--- src/alu_pkg.sv ---
package alu_pkg;

   // ALU opcodes, as written to CTRL[2:0].
   typedef enum logic [2:0] {
      OP_ADD = 3'd0,   // A + B.
      OP_SUB = 3'd1,   // A - B.
      OP_AND = 3'd2,   // Bitwise and.
      OP_OR  = 3'd3,   // Bitwise or.
      OP_XOR = 3'd4,   // Bitwise xor.
      OP_SHL = 3'd5,   // A << B[4:0].
      OP_SHR = 3'd6,   // Logical A >> B[4:0].
      OP_MUL = 3'd7    // Low 32 bits of A * B.
   } alu_op_e;

   // Decoded register select.
   typedef enum logic [2:0] {
      REG_OPA    = 3'd0,  // Operand A.
      REG_OPB    = 3'd1,  // Operand B.
      REG_CTRL   = 3'd2,  // Opcode and start.
      REG_RESULT = 3'd3,  // Last result.
      REG_STATUS = 3'd4,  // Done flag in bit 0.
      REG_NONE   = 3'd5   // Hole in the map.
   } alu_reg_e;

   // Byte offsets of the register map.
   localparam logic [4:0] OFF_OPA    = 5'h00;
   localparam logic [4:0] OFF_OPB    = 5'h04;
   localparam logic [4:0] OFF_CTRL   = 5'h08;
   localparam logic [4:0] OFF_RESULT = 5'h0c;
   localparam logic [4:0] OFF_STATUS = 5'h10;

   // Start command from decoder to execute.
   typedef struct packed {
      logic        start;   // One-cycle pulse.
      alu_op_e     opcode;  // Operation to run.
      logic [31:0] opa;     // Operand A register.
      logic [31:0] opb;     // Operand B register.
   } alu_cmd_t;

endpackage

--- src/axil_pkg.sv ---
package axil_pkg;

   localparam int AXIL_ADDR_W = 32;             // Byte address width.
   localparam int AXIL_DATA_W = 32;             // Bus word width.
   localparam int AXIL_STRB_W = AXIL_DATA_W/8;  // One strobe per byte.

   localparam logic [1:0] AXIL_RESP_OKAY = 2'b00;  // Only response ever sent.

   // Write address beat. The ID travels on its own port.
   typedef struct packed {
      logic [AXIL_ADDR_W-1:0] addr;    // Byte address.
   } axil_aw_t;

   // Write data beat.
   typedef struct packed {
      logic [AXIL_DATA_W-1:0] data;    // Write word.
      logic [AXIL_STRB_W-1:0] strb;    // Byte enables.
   } axil_w_t;

   // Read data beat, ID on its own port.
   typedef struct packed {
      logic [AXIL_DATA_W-1:0] data;    // Read word.
      logic [1:0]             resp;    // Always OKAY.
   } axil_r_t;

   // Single IOb request. A zero strobe marks a read.
   typedef struct packed {
      logic                   valid;   // Request present.
      logic [AXIL_ADDR_W-1:0] addr;    // Byte address.
      logic [AXIL_DATA_W-1:0] wdata;   // Write word.
      logic [AXIL_STRB_W-1:0] wstrb;   // Byte enables.
   } iob_req_t;

   // IOb response back to the master.
   typedef struct packed {
      logic                   ready;   // Request taken this cycle.
      logic                   rvalid;  // Read data strobe.
      logic [AXIL_DATA_W-1:0] rdata;   // Read word.
   } iob_rsp_t;

endpackage

--- src/alu_execute.sv ---
`timescale 1ns/1ps

module alu_execute
   import alu_pkg::*;
(
   input  logic        clk_i,      // System clock.
   input  logic        arst_n_i,   // Async reset, active low.
   input  alu_cmd_t    cmd_i,      // Start command.
   output logic        busy_o,     // Operation running.
   output logic [31:0] result_o,   // Last result.
   output logic        done_o      // Result is current.
);

   typedef enum logic {
      EX_IDLE,                     // Waiting for start.
      EX_BUSY                      // Computing.
   } ex_state_e;

   ex_state_e   state_q;
   alu_op_e     op_q;              // Captured opcode.
   logic [31:0] a_q;               // Captured operand A.
   logic [31:0] b_q;               // Captured operand B.
   logic [31:0] alu_res;           // Combinational result.
   logic [31:0] result_q;
   logic        done_q;

   always_comb begin
      case (op_q)
         OP_ADD:  alu_res = a_q + b_q;
         OP_SUB:  alu_res = a_q - b_q;
         OP_AND:  alu_res = a_q & b_q;
         OP_OR:   alu_res = a_q | b_q;
         OP_XOR:  alu_res = a_q ^ b_q;
         OP_SHL:  alu_res = a_q << b_q[4:0];     // Shift amount 0..31.
         OP_SHR:  alu_res = a_q >> b_q[4:0];
         OP_MUL:  alu_res = a_q * b_q;           // Keeps low word.
         default: alu_res = '0;
      endcase
   end

   always_ff @(posedge clk_i or negedge arst_n_i) begin
      if (!arst_n_i) begin
         state_q  <= EX_IDLE;
         result_q <= '0;
         done_q   <= 1'b0;
      end else begin
         case (state_q)
            EX_IDLE: begin
               if (cmd_i.start) begin
                  state_q <= EX_BUSY;
                  done_q  <= 1'b0;               // Clears on start.
               end
            end
            EX_BUSY: begin
               state_q  <= EX_IDLE;              // Single busy cycle.
               result_q <= alu_res;
               done_q   <= 1'b1;
            end
            default: state_q <= EX_IDLE;
         endcase
      end
   end

   // Operands are sampled once per start.
   always_ff @(posedge clk_i) begin
      if (state_q == EX_IDLE && cmd_i.start) begin
         op_q <= cmd_i.opcode;
         a_q  <= cmd_i.opa;
         b_q  <= cmd_i.opb;
      end
   end

   assign busy_o   = (state_q == EX_BUSY);
   assign result_o = result_q;
   assign done_o   = done_q;

endmodule

--- src/alu_read_result.sv ---
`timescale 1ns/1ps

module alu_read_result
   import axil_pkg::*;
   import alu_pkg::*;
(
   input  logic                   clk_i,      // System clock.
   input  logic                   arst_n_i,   // Async reset, active low.
   input  logic                   rd_en_i,    // Read accepted.
   input  alu_reg_e               rd_sel_i,   // Register to return.
   input  logic [AXIL_DATA_W-1:0] opa_i,
   input  logic [AXIL_DATA_W-1:0] opb_i,
   input  logic [AXIL_DATA_W-1:0] result_i,
   input  alu_op_e                opcode_i,
   input  logic                   done_i,
   output logic                   rvalid_o,   // One pulse per read.
   output logic [AXIL_DATA_W-1:0] rdata_o     // Registered read word.
);

   logic [AXIL_DATA_W-1:0] rd_mux;            // Word for the selected register.
   logic                   rvalid_q;
   logic [AXIL_DATA_W-1:0] rdata_q;

   always_comb begin
      case (rd_sel_i)
         REG_OPA:    rd_mux = opa_i;
         REG_OPB:    rd_mux = opb_i;
         REG_CTRL:   rd_mux = {{(AXIL_DATA_W-3){1'b0}}, opcode_i};   // Zero-extended.
         REG_RESULT: rd_mux = result_i;
         REG_STATUS: rd_mux = {{(AXIL_DATA_W-1){1'b0}}, done_i};     // Done in bit 0.
         default:    rd_mux = '0;                                     // Unmapped.
      endcase
   end

   always_ff @(posedge clk_i or negedge arst_n_i) begin
      if (!arst_n_i) begin
         rvalid_q <= 1'b0;
      end else begin
         rvalid_q <= rd_en_i;                   // Exactly one cycle later.
      end
   end

   always_ff @(posedge clk_i) begin
      if (rd_en_i) begin
         rdata_q <= rd_mux;
      end
   end

   assign rvalid_o = rvalid_q;
   assign rdata_o  = rdata_q;

endmodule

--- src/alu_reg_decode.sv ---
`timescale 1ns/1ps

module alu_reg_decode
   import axil_pkg::*;
   import alu_pkg::*;
(
   input  logic     clk_i,       // System clock.
   input  logic     arst_n_i,    // Async reset, active low.
   input  iob_req_t iob_req_i,   // Request from the bridge.
   input  logic     busy_i,      // Execute is running.
   output logic     ready_o,     // Request accept.
   output alu_cmd_t cmd_o,       // Start command and operands.
   output alu_reg_e rd_sel_o,    // Register being read.
   output logic     rd_en_o,     // Read accepted.
   output alu_op_e  opcode_o     // Current opcode.
);

   alu_reg_e                sel;       // Decoded target.
   logic                    accept;    // Handshake done.
   logic                    is_wr;     // Any strobe set.
   logic [AXIL_DATA_W-1:0]  opa_q;
   logic [AXIL_DATA_W-1:0]  opb_q;
   alu_op_e                 opcode_q;
   logic                    start_q;   // Start pulse.

   function automatic logic [AXIL_DATA_W-1:0] merge_bytes(
      input logic [AXIL_DATA_W-1:0] old_v,
      input logic [AXIL_DATA_W-1:0] new_v,
      input logic [AXIL_STRB_W-1:0] strb
   );
      logic [AXIL_DATA_W-1:0] res;
      res = old_v;
      for (int i = 0; i < AXIL_STRB_W; i++) begin
         if (strb[i]) begin
            res[8*i +: 8] = new_v[8*i +: 8];           // Replace enabled byte.
         end
      end
      return res;
   endfunction

   always_comb begin
      case ({iob_req_i.addr[4:2], 2'b00})              // Word offset only.
         OFF_OPA:    sel = REG_OPA;
         OFF_OPB:    sel = REG_OPB;
         OFF_CTRL:   sel = REG_CTRL;
         OFF_RESULT: sel = REG_RESULT;
         OFF_STATUS: sel = REG_STATUS;
         default:    sel = REG_NONE;
      endcase
   end

   assign ready_o = ~(busy_i | start_q);                // Hold off until the op runs.
   assign accept  = iob_req_i.valid & ready_o;
   assign is_wr   = |iob_req_i.wstrb;

   always_ff @(posedge clk_i or negedge arst_n_i) begin
      if (!arst_n_i) begin
         opa_q    <= '0;
         opb_q    <= '0;
         opcode_q <= OP_ADD;
         start_q  <= 1'b0;
      end else begin
         start_q <= accept & is_wr & (sel == REG_CTRL);  // Start one cycle later.
         if (accept && is_wr) begin
            case (sel)
               REG_OPA:  opa_q <= merge_bytes(opa_q, iob_req_i.wdata, iob_req_i.wstrb);
               REG_OPB:  opb_q <= merge_bytes(opb_q, iob_req_i.wdata, iob_req_i.wstrb);
               REG_CTRL: begin
                  if (iob_req_i.wstrb[0]) begin
                     opcode_q <= alu_op_e'(iob_req_i.wdata[2:0]);
                  end
               end
               default: ;                                // Read-only or unmapped.
            endcase
         end
      end
   end

   assign cmd_o    = '{start: start_q, opcode: opcode_q, opa: opa_q, opb: opb_q};
   assign rd_sel_o = sel;
   assign rd_en_o  = accept & ~is_wr;
   assign opcode_o = opcode_q;

endmodule

--- src/axil2iob.sv ---
`timescale 1ns/1ps

module axil2iob
   import axil_pkg::*;
#(
   parameter int AXIL_ID_W = 1                     // AXI ID width.
) (
   input  logic                   clk_i,           // System clock.
   input  logic                   arst_n_i,        // Async reset, active low.
   input  axil_aw_t               axil_aw_i,       // Write address beat.
   input  logic [AXIL_ID_W-1:0]   axil_awid_i,     // Write ID.
   input  logic                   axil_awvalid_i,
   output logic                   axil_awready_o,
   input  axil_w_t                axil_w_i,        // Write data beat.
   input  logic                   axil_wvalid_i,
   output logic                   axil_wready_o,
   output logic [AXIL_ID_W-1:0]   axil_bid_o,      // Echoed write ID.
   output logic [1:0]             axil_bresp_o,
   output logic                   axil_bvalid_o,
   input  logic                   axil_bready_i,
   input  logic [AXIL_ADDR_W-1:0] axil_araddr_i,   // Read address.
   input  logic [AXIL_ID_W-1:0]   axil_arid_i,     // Read ID.
   input  logic                   axil_arvalid_i,
   output logic                   axil_arready_o,
   output axil_r_t                axil_r_o,        // Read data beat.
   output logic [AXIL_ID_W-1:0]   axil_rid_o,      // Echoed read ID.
   output logic                   axil_rvalid_o,
   input  logic                   axil_rready_i,
   output iob_req_t               iob_req_o,       // IOb request.
   input  iob_rsp_t               iob_rsp_i        // IOb response.
);

   logic                   wr_present;     // Any write channel active.
   logic                   wr_req;         // Write can be offered.
   logic                   rd_req;         // Read can be offered.
   logic                   wr_go;          // Write taken this cycle.
   logic                   rd_go;          // Read taken this cycle.
   logic                   bvalid_q;       // Held B response.
   logic [AXIL_ID_W-1:0]   bid_q;
   logic                   rvalid_q;       // Held R response.
   logic [AXIL_ID_W-1:0]   rid_q;
   logic [AXIL_DATA_W-1:0] rdata_q;
   logic                   rd_inflight_q;  // Waiting on IOb rvalid.

   // Writes win, reads wait behind any pending response.
   assign wr_present = axil_awvalid_i | axil_wvalid_i;
   assign wr_req     = axil_awvalid_i & axil_wvalid_i & ~bvalid_q;
   assign rd_req     = axil_arvalid_i & ~wr_present & ~rvalid_q & ~rd_inflight_q;
   assign wr_go      = wr_req & iob_rsp_i.ready;
   assign rd_go      = rd_req & iob_rsp_i.ready;

   always_comb begin
      iob_req_o.valid = wr_req | rd_req;                     // Independent of ready.
      iob_req_o.addr  = wr_req ? axil_aw_i.addr : axil_araddr_i;
      iob_req_o.wdata = axil_w_i.data;
      iob_req_o.wstrb = wr_req ? axil_w_i.strb : '0;        // Zero strobe is a read.
   end

   always_ff @(posedge clk_i or negedge arst_n_i) begin
      if (!arst_n_i) begin
         bvalid_q      <= 1'b0;
         rvalid_q      <= 1'b0;
         rd_inflight_q <= 1'b0;
      end else begin
         if (wr_go) begin
            bvalid_q <= 1'b1;                                // B rises next cycle.
         end else if (axil_bready_i) begin
            bvalid_q <= 1'b0;
         end
         if (rd_go) begin
            rd_inflight_q <= 1'b1;
         end else if (iob_rsp_i.rvalid) begin
            rd_inflight_q <= 1'b0;
         end
         if (iob_rsp_i.rvalid && rd_inflight_q) begin
            rvalid_q <= 1'b1;                                // Held until rready.
         end else if (axil_rready_i) begin
            rvalid_q <= 1'b0;
         end
      end
   end

   always_ff @(posedge clk_i) begin
      if (wr_go) begin
         bid_q <= axil_awid_i;
      end
      if (rd_go) begin
         rid_q <= axil_arid_i;
      end
      if (iob_rsp_i.rvalid && rd_inflight_q) begin
         rdata_q <= iob_rsp_i.rdata;                         // Capture the read word.
      end
   end

   assign axil_awready_o = wr_go;                           // AW and W pulse together.
   assign axil_wready_o  = wr_go;
   assign axil_bid_o     = bid_q;
   assign axil_bresp_o   = AXIL_RESP_OKAY;
   assign axil_bvalid_o  = bvalid_q;
   assign axil_arready_o = rd_go;
   assign axil_r_o       = '{data: rdata_q, resp: AXIL_RESP_OKAY};
   assign axil_rid_o     = rid_q;
   assign axil_rvalid_o  = rvalid_q;

endmodule

--- src/axil_alu_top.sv ---
`timescale 1ns/1ps

module axil_alu_top
   import axil_pkg::*;
   import alu_pkg::*;
#(
   parameter int AXIL_ID_W = 1                     // AXI ID width.
) (
   input  logic                   clk_i,           // System clock.
   input  logic                   arst_n_i,        // Async reset, active low.
   input  axil_aw_t               axil_aw_i,
   input  logic [AXIL_ID_W-1:0]   axil_awid_i,
   input  logic                   axil_awvalid_i,
   output logic                   axil_awready_o,
   input  axil_w_t                axil_w_i,
   input  logic                   axil_wvalid_i,
   output logic                   axil_wready_o,
   output logic [AXIL_ID_W-1:0]   axil_bid_o,
   output logic [1:0]             axil_bresp_o,
   output logic                   axil_bvalid_o,
   input  logic                   axil_bready_i,
   input  logic [AXIL_ADDR_W-1:0] axil_araddr_i,
   input  logic [AXIL_ID_W-1:0]   axil_arid_i,
   input  logic                   axil_arvalid_i,
   output logic                   axil_arready_o,
   output axil_r_t                axil_r_o,
   output logic [AXIL_ID_W-1:0]   axil_rid_o,
   output logic                   axil_rvalid_o,
   input  logic                   axil_rready_i
);

   iob_req_t               iob_req;      // Bridge request.
   iob_rsp_t               iob_rsp;      // Merged response.
   alu_cmd_t               cmd;          // Start and operands.
   alu_reg_e               rd_sel;
   alu_op_e                opcode;
   logic                   dec_ready;
   logic                   rd_en;
   logic                   busy;
   logic                   done;
   logic [31:0]            result;
   logic                   res_rvalid;
   logic [AXIL_DATA_W-1:0] res_rdata;

   // Ready from the decoder, read data from the result block.
   assign iob_rsp = '{ready: dec_ready, rvalid: res_rvalid, rdata: res_rdata};

   axil2iob #(
      .AXIL_ID_W(AXIL_ID_W)
   ) u_bridge (
      .clk_i, .arst_n_i,
      .axil_aw_i, .axil_awid_i, .axil_awvalid_i, .axil_awready_o,
      .axil_w_i, .axil_wvalid_i, .axil_wready_o,
      .axil_bid_o, .axil_bresp_o, .axil_bvalid_o, .axil_bready_i,
      .axil_araddr_i, .axil_arid_i, .axil_arvalid_i, .axil_arready_o,
      .axil_r_o, .axil_rid_o, .axil_rvalid_o, .axil_rready_i,
      .iob_req_o(iob_req),
      .iob_rsp_i(iob_rsp)
   );

   alu_reg_decode u_decode (
      .clk_i, .arst_n_i,
      .iob_req_i(iob_req),
      .busy_i(busy),
      .ready_o(dec_ready),
      .cmd_o(cmd),
      .rd_sel_o(rd_sel),
      .rd_en_o(rd_en),
      .opcode_o(opcode)
   );

   alu_execute u_execute (
      .clk_i, .arst_n_i,
      .cmd_i(cmd),
      .busy_o(busy),
      .result_o(result),
      .done_o(done)
   );

   alu_read_result u_result (
      .clk_i, .arst_n_i,
      .rd_en_i(rd_en),
      .rd_sel_i(rd_sel),
      .opa_i(cmd.opa),
      .opb_i(cmd.opb),
      .result_i(result),
      .opcode_i(opcode),
      .done_i(done),
      .rvalid_o(res_rvalid),
      .rdata_o(res_rdata)
   );

endmodule

--- config.mk ---
export PLATFORM = sky130hd
export DESIGN_NAME = axil_alu_top
export DESIGN_NICKNAME = d
export VERILOG_FILES = /design/src/alu_pkg.sv /design/src/axil_pkg.sv /design/src/alu_execute.sv /design/src/alu_read_result.sv /design/src/alu_reg_decode.sv /design/src/axil2iob.sv /design/src/axil_alu_top.sv
export SDC_FILE = /design/constraint.sdc
export NUM_CORES = 2
export LEC_CHECK = 0
export ABC_AREA = 1
export BUFFER_PORTS_ARGS = -buffer_cell sky130_fd_sc_hd__buf_2
export CORE_MARGIN = 2
export CORE_UTILIZATION = 25
export CTS_CLUSTER_SIZE = 30
export DETAILED_ROUTE_END_ITERATION = 12
export HOLD_SLACK_MARGIN = 0.02
export PLACE_DENSITY = 0.42
export SETUP_SLACK_MARGIN = 0.15
export SYNTH_ARGS = -nofsm -noshare
export SYNTH_HDL_FRONTEND = slang
export SYNTH_SLANG_ARGS = --single-unit
--- constraint.sdc ---
create_clock -name clk_i -period 18.4 [get_ports clk_i]
set_clock_uncertainty 0.15 [all_clocks]
set_input_delay 0 -clock clk_i [delete_from_list [all_inputs] [get_ports clk_i]]
set_output_delay 0 -clock clk_i [all_outputs]
set_load 0.01 [all_outputs]
== After elaboration in Yosys (flattened, before gate mapping) ==
Index checks and enable logic that the tools add are counted.

* Add/subtract/negate cells: 2
* $mul: 1
* Equality and inequality tests: 16
* Shift operators: 2
* Multiplexer cells: 15
* Bitwise operators: 24
* Reductions and logical operators: 19

{| class="wikitable"
|+ Operator list
! cell !! number
|-
| $pmux 32 s8 || 1
|-
| $pmux 32 s5 || 1
|-
| $add 32x32->32 || 1
|-
| $and 32x32->32 || 1
|-
| $mul 32x32->32 || 1
|-
| $or 32x32->32 || 1
|-
| $shl 32x5->32 || 1
|-
| $shr 32x5->32 || 1
|-
| $sub 32x32->32 || 1
|-
| $xor 32x32->32 || 1
|-
| $reduce_and 3->1 || 9
|-
| $eq 3x2->1 const B || 6
|-
| $eq 3x3->1 const B || 6
|-
| $pmux 3 s5 || 1
|-
| $and 1x1->1 || 11
|-
| $eq 3x1->1 const B || 3
|-
| $logic_not 3->1 || 3
|-
| $mux 1 || 8
|-
| $not 1->1 || 7
|-
| $reduce_bool 2->1 || 3
|-
| $mux 5 || 1
|-
| $mux 4 || 1
|-
| $pmux 1 s2 || 2
|-
| $reduce_or 4->1 || 1
|-
| other kinds (3) || 7
|}

* Register bits: 239
* Input bits: 109
* Output and inout bits: 43
* Logic and storage cells: 103

== Depth between registers and ports, before layout ==
* Depth after elaboration: 9
* Gate-level depth with buffers: 39
* Depth with buffers taken out: 36

== Cells and area by module ==
From an unflattened synthesis, not the netlist that was laid out.

* Cell total of the unflattened synthesis: 4574
* Area, all modules: 34270.4 um2

{| class="wikitable"
|+ By module, submodules not included
! module !! instances !! cells an instance !! area each (um2) !! sequential area each (um2)
|-
| alu_execute || 1 || 3839 || 27331.2 || 2862.7
|-
| alu_reg_decode || 1 || 325 || 2957.8 || 1701.6
|-
| axil2iob || 1 || 206 || 2137.0 || 1096.1
|-
| alu_read_result || 1 || 204 || 1844.3 || 985.9
|}

== Worst setup path before layout ==
No wires, ideal clock.

* Path type: flip-flop to flip-flop
* Start point: register u_execute.b_q[2]
* End point: register u_execute.result_q[26], in the netlist u_execute.result_o[26]
* Arrival: 7.084 ns
* Path slack: 11.048 ns
* Cell stages (with the launch flop): 35
* Path through: edfxtp_1 -> buf_2 -> buf_2 -> buf_2 -> clkbuf_1 -> buf_2 -> buf_2 -> nand2_1 -> inv_1 -> fa_1 -> inv_1 -> fa_1 -> fa_1 -> fa_1 -> inv_1 -> fa_1 -> inv_1 -> fa_1 -> inv_1 -> fa_1 -> fa_1 -> ha_1 -> nand2_1 -> nor2_1 -> and3_1 -> nand4_1 -> nand3_1 -> a21o_1 -> nand3_1 -> nand2_1 -> nand2_1 -> nand2_1 -> o21ai_0 -> nand3b_1 -> nand2_1

* Word-level cells in the longest chain between the ends: 2
* Elaborated cells on any way between the ends: 6

{| class="wikitable"
|+ Ends and longest elaborated chain
! item !! line !! RTL
|-
| from (decl) || alu_execute.sv:22 || <nowiki>logic [31:0] b_q;</nowiki>
|-
| from (signal assigned) || alu_execute.sv:69 || <nowiki>b_q <= cmd_i.opb;</nowiki>
|-
| $mul 32x32->32, or another cell as far along || alu_execute.sv:36 || <nowiki>OP_MUL: alu_res = a_q * b_q;</nowiki>
|-
| $pmux 32 s8 * || alu_execute.sv:28 || <nowiki>case (op_q)</nowiki>
|-
| to (signal assigned) || alu_execute.sv:56 || <nowiki>result_q <= alu_res;</nowiki>
|-
| to (decl) || alu_execute.sv:24 || <nowiki>logic [31:0] result_q;</nowiki>
|}

Mark *: on every way between the ends. The rest lies on a longest branch, timed or not.
A chain may end at the register's enable or synchronous reset.

== Worst setup path in the final report ==
* Start point: register u_execute.a_q[10]
* End point: register u_execute.result_q[26], in the netlist u_execute.result_o[26]

* Word-level cells in the longest chain between the ends: 2
* Elaborated cells on any way between the ends: 6

{| class="wikitable"
|+ Ends and longest elaborated chain
! item !! line !! RTL
|-
| from (decl) || alu_execute.sv:21 || <nowiki>logic [31:0] a_q;</nowiki>
|-
| from (signal assigned) || alu_execute.sv:68 || <nowiki>a_q <= cmd_i.opa;</nowiki>
|-
| $mul 32x32->32, or another cell as far along || alu_execute.sv:36 ||
|-
| $pmux 32 s8 * || alu_execute.sv:28 ||
|}

Marks and branches as above.

==> results.sh <==
export IMPL_max_freq_mhz=117
export IMPL_critPathMaxStageDelay_ns=0.82
export IMPL_worstSetupPathType="register to register"
export IMPL_grt_usage_pct=18.7
export IMPL_cts_tree="done"
export IMPL_critPathArrivalTime_ns=8.88
export IMPL_route_detailed_drc=0
export IMPL_ctsResizeCount=0
export IMPL_synth_top_family_by_area="adder cells"
export IMPL_cts_root_buf="clkbuf_16"
export IMPL_end_kind="register"
export IMPL_fin_nets=5098
export IMPL_relSlewSlack_pct=22.5
export IMPL_rsz0062_at_grt="false"
export IMPL_reg2reg_slack_ns=9.84
export IMPL_numCtsBuffers=22
export IMPL_synthSimpleGateAreaFrac_pct=19.7
export IMPL_synth_compound_area_share_pct=10.6
export IMPL_cpMostUsedCell="fa_1"
export IMPL_drive_gt1_share_pct=5.78
export IMPL_syn_area_sq_um=32700
export IMPL_dp_hpwl_um=96500
export IMPL_cap_violations=0
export IMPL_cts_sinks=239
export IMPL_start_kind="register"
export IMPL_wire_per_inst_um=20.6
export IMPL_clkTransAtPathRegs_ns=0.08
export IMPL_finalHoldViolations=0
export IMPL_ys_seq_elements=239
export IMPL_holdCritPathClass="input pin to register"
export IMPL_synthFlopType="edfxtp_1"
export IMPL_synthAdderAreaFrac_pct=33.4
export IMPL_drtAntennaViolNets=0
export IMPL_start_util_pct=25.2
export IMPL_grt_ovfl_total=0
export IMPL_worst_endpoint_required_ns=18.72
export IMPL_grt_pass1_vias=29315
export IMPL_p_per_area_nw_per_um2=79.3
export IMPL_io_pins=152
export IMPL_synth_xor_area_share_pct=1.58
export IMPL_netlist_top_cells_area="fa_1, nand2_1, edfxtp_1"
export IMPL_max_vdd_ir_drop_uv=144
export IMPL_worstMarginPinSlew_ns=1.16
export IMPL_final_cell_mix="nand2_1, inv_1, fa_1"
export IMPL_wirelength_um=126000
export IMPL_finalCriticalPeriod_ns=8.56
export IMPL_drt_iter0_markers=1902
export IMPL_finalPower_mw=2.89
export IMPL_synth_distinct_cells=66
export IMPL_synth_cells=4312
export IMPL_routabilityCongestion=0.947
export IMPL_synth_top_area_share_pct=25.0
export IMPL_setup_violations_final=0
export IMPL_worstSkewPairLatency_ns=0.53
export IMPL_syn_avg_cell_area_sq_um=7.59
export IMPL_yosysWarnings=0
export IMPL_final_period_utilization_pct=46.5
export IMPL_min_path_cells=3
export IMPL_grt_pass1_wl_um=190000
export IMPL_synthMuxAreaShare_pct=0.428
export IMPL_io_buffers=89
export IMPL_reg2reg_depth=28
export IMPL_antenna_found_initial=1
export IMPL_finalSetupTns_ns=0
export IMPL_synthToLayoutAreaGrowth_pct=11.4
export IMPL_synth_edf_count=133
export IMPL_die_w_um=366
export IMPL_antenna_cells=0
export IMPL_drv_slew=0
export IMPL_dieArea_sq_um=134000
export IMPL_yosysSeqAreaShare_pct=20.3
export IMPL_htree_levels=1
export IMPL_critPathMaxFanout=14
export IMPL_layout_commonest_cell="nand2_1"
export IMPL_cts_buffer_depth=3
export IMPL_power_leakage_nw=19.5
export IMPL_vias=27943
export IMPL_async_flop_share_pct=44.4
export IMPL_status="finished clean"
export IMPL_dr_pass1_iters=5
export IMPL_grt_max_degree=66
export IMPL_synth_area_leader_cell="fa_1"
export IMPL_viasPerCell=4.57
export IMPL_worst_path_max_delay_cell="edfxtp_1"
export IMPL_row_count=132
export IMPL_coreArea_sq_um=130000
export IMPL_die_y_um=366
==> critical path, delay by kind of cell (launching register included) <==
family,cells,cell delay (ns)
AOI/OAI and AO/OA,2,0.87
adders and majority gates,9,4.29
buffers and inverters,6,0.75
DFF,1,0.82
and+or+nand+nor,11,1.58
==> Yosys cell counts (21+ instances only) <==
cell / instances
nand2_1: 1231
inv_1: 968
fa_1: 409
o21ai_0: 237
ha_1: 220
nor2_1: 159
a21oi_1: 134
edfxtp_1: 133
nand3_1: 117
dfrtp_1: 106
clkbuf_1: 97
o21ai_1: 52
buf_2: 51
xor2_1: 45
buf_1: 41
a22oi_1: 26
o211ai_1: 21
==> power by group <==
group / switching (mW) / internal, mW
Combinational: 1.09 / 0.626
Sequential: 0.0384 / 0.624
Clock: 0.220 / 0.286
Total: 1.35 / 1.54
==> cell type report <==
class | instances | area [sq um]
timing repair buffer | 223 | 1610
multi-input combinational | 2899 | 21600
clock inverter | 14 | 174
fill | 14229 | 93200
tap | 1742 | 2180
clock buffer | 26 | 617
inverter | 975 | 3660
sequential | 239 | 6650
==> through the flow <==
stage	utilization (%)	instances	hold WS [ns]	setup WS [ns]	instance area, sq um
6_report	28.1	6118	0.0485	9.84	36400
2_1_floorplan	-	4315	-0.446	11.05	32700
3_5_place_dp	27.1	6024	-0.105	9.96	35100
5_1_grt	28.1	6118	0.0685	9.49	36400
3_3_place_gp	27.1	6024	-0.105	9.96	35100
4_1_cts	28.1	6118	0.0336	9.92	36400
==> logic make-up (layout without fill, tap and decap cells) <==
logic type,count (synthesis),after routing
flip-flops,239,239
adder cells (fa/ha/maj),629,629
multiplexers,14,14
AND/OR/NAND/NOR,1598,1598
AO/OA/AOI/OAI,595,595
XOR/XNOR,59,59
other,1,4
buffers and inverters,1177,1238
==> per-layer routing <==
| metal | global-route usage [%] | up-vias | wire, um |
|---|---|---|---|
| li1 | - | 13270 | - |
| met1 | 25.2 | 13869 | 57300 |
| met2 | 31.9 | 652 | 59400 |
| met3 | 1.30 | 152 | 4910 |
| met4 | 5.86 | 0 | 4180 |
| met5 | 0 | - | 0 |
==> path summary, 6_finish.rpt <==
check | endpoint | start
max | u_execute.result_o[26]$_DFFE_PN0P_ | u_execute.a_q[10]$_DFFE_PP_
min | u_bridge.axil_rvalid_o$_DFFE_PN0P_ | axil_rready_i
max reg2reg | u_execute.result_o[26]$_DFFE_PN0P_ | u_execute.a_q[10]$_DFFE_PP_
min reg2reg | u_bridge.rdata_q[13]$_DFFE_PP_ | u_result.rdata_o[13]$_DFFE_PP_
max in group asynchronous | u_execute.busy_o$_DFF_PN0_ | arst_n_i
min in group asynchronous | u_execute.result_o[8]$_DFFE_PN0P_ | arst_n_i
==> timing repair <==
item / CTS / global route
setup buffers: 0 / 0
hold buffers: 54 / 0
hold endpoints to repair: 127 / 0
==> sequential cells by signal, indices dropped and copies added, names as in the netlist, 3 cells and up <==
register / cells
u_execute.result_o: 32
u_execute.a_q: 32
u_decode.opa_q: 32
u_result.rdata_o: 32
u_bridge.rdata_q: 32
u_execute.b_q: 32
u_decode.opb_q: 32
u_decode.opcode_o: 3
u_execute.op_q: 3
No activity file was read; power rests on OpenSTA's default activity.
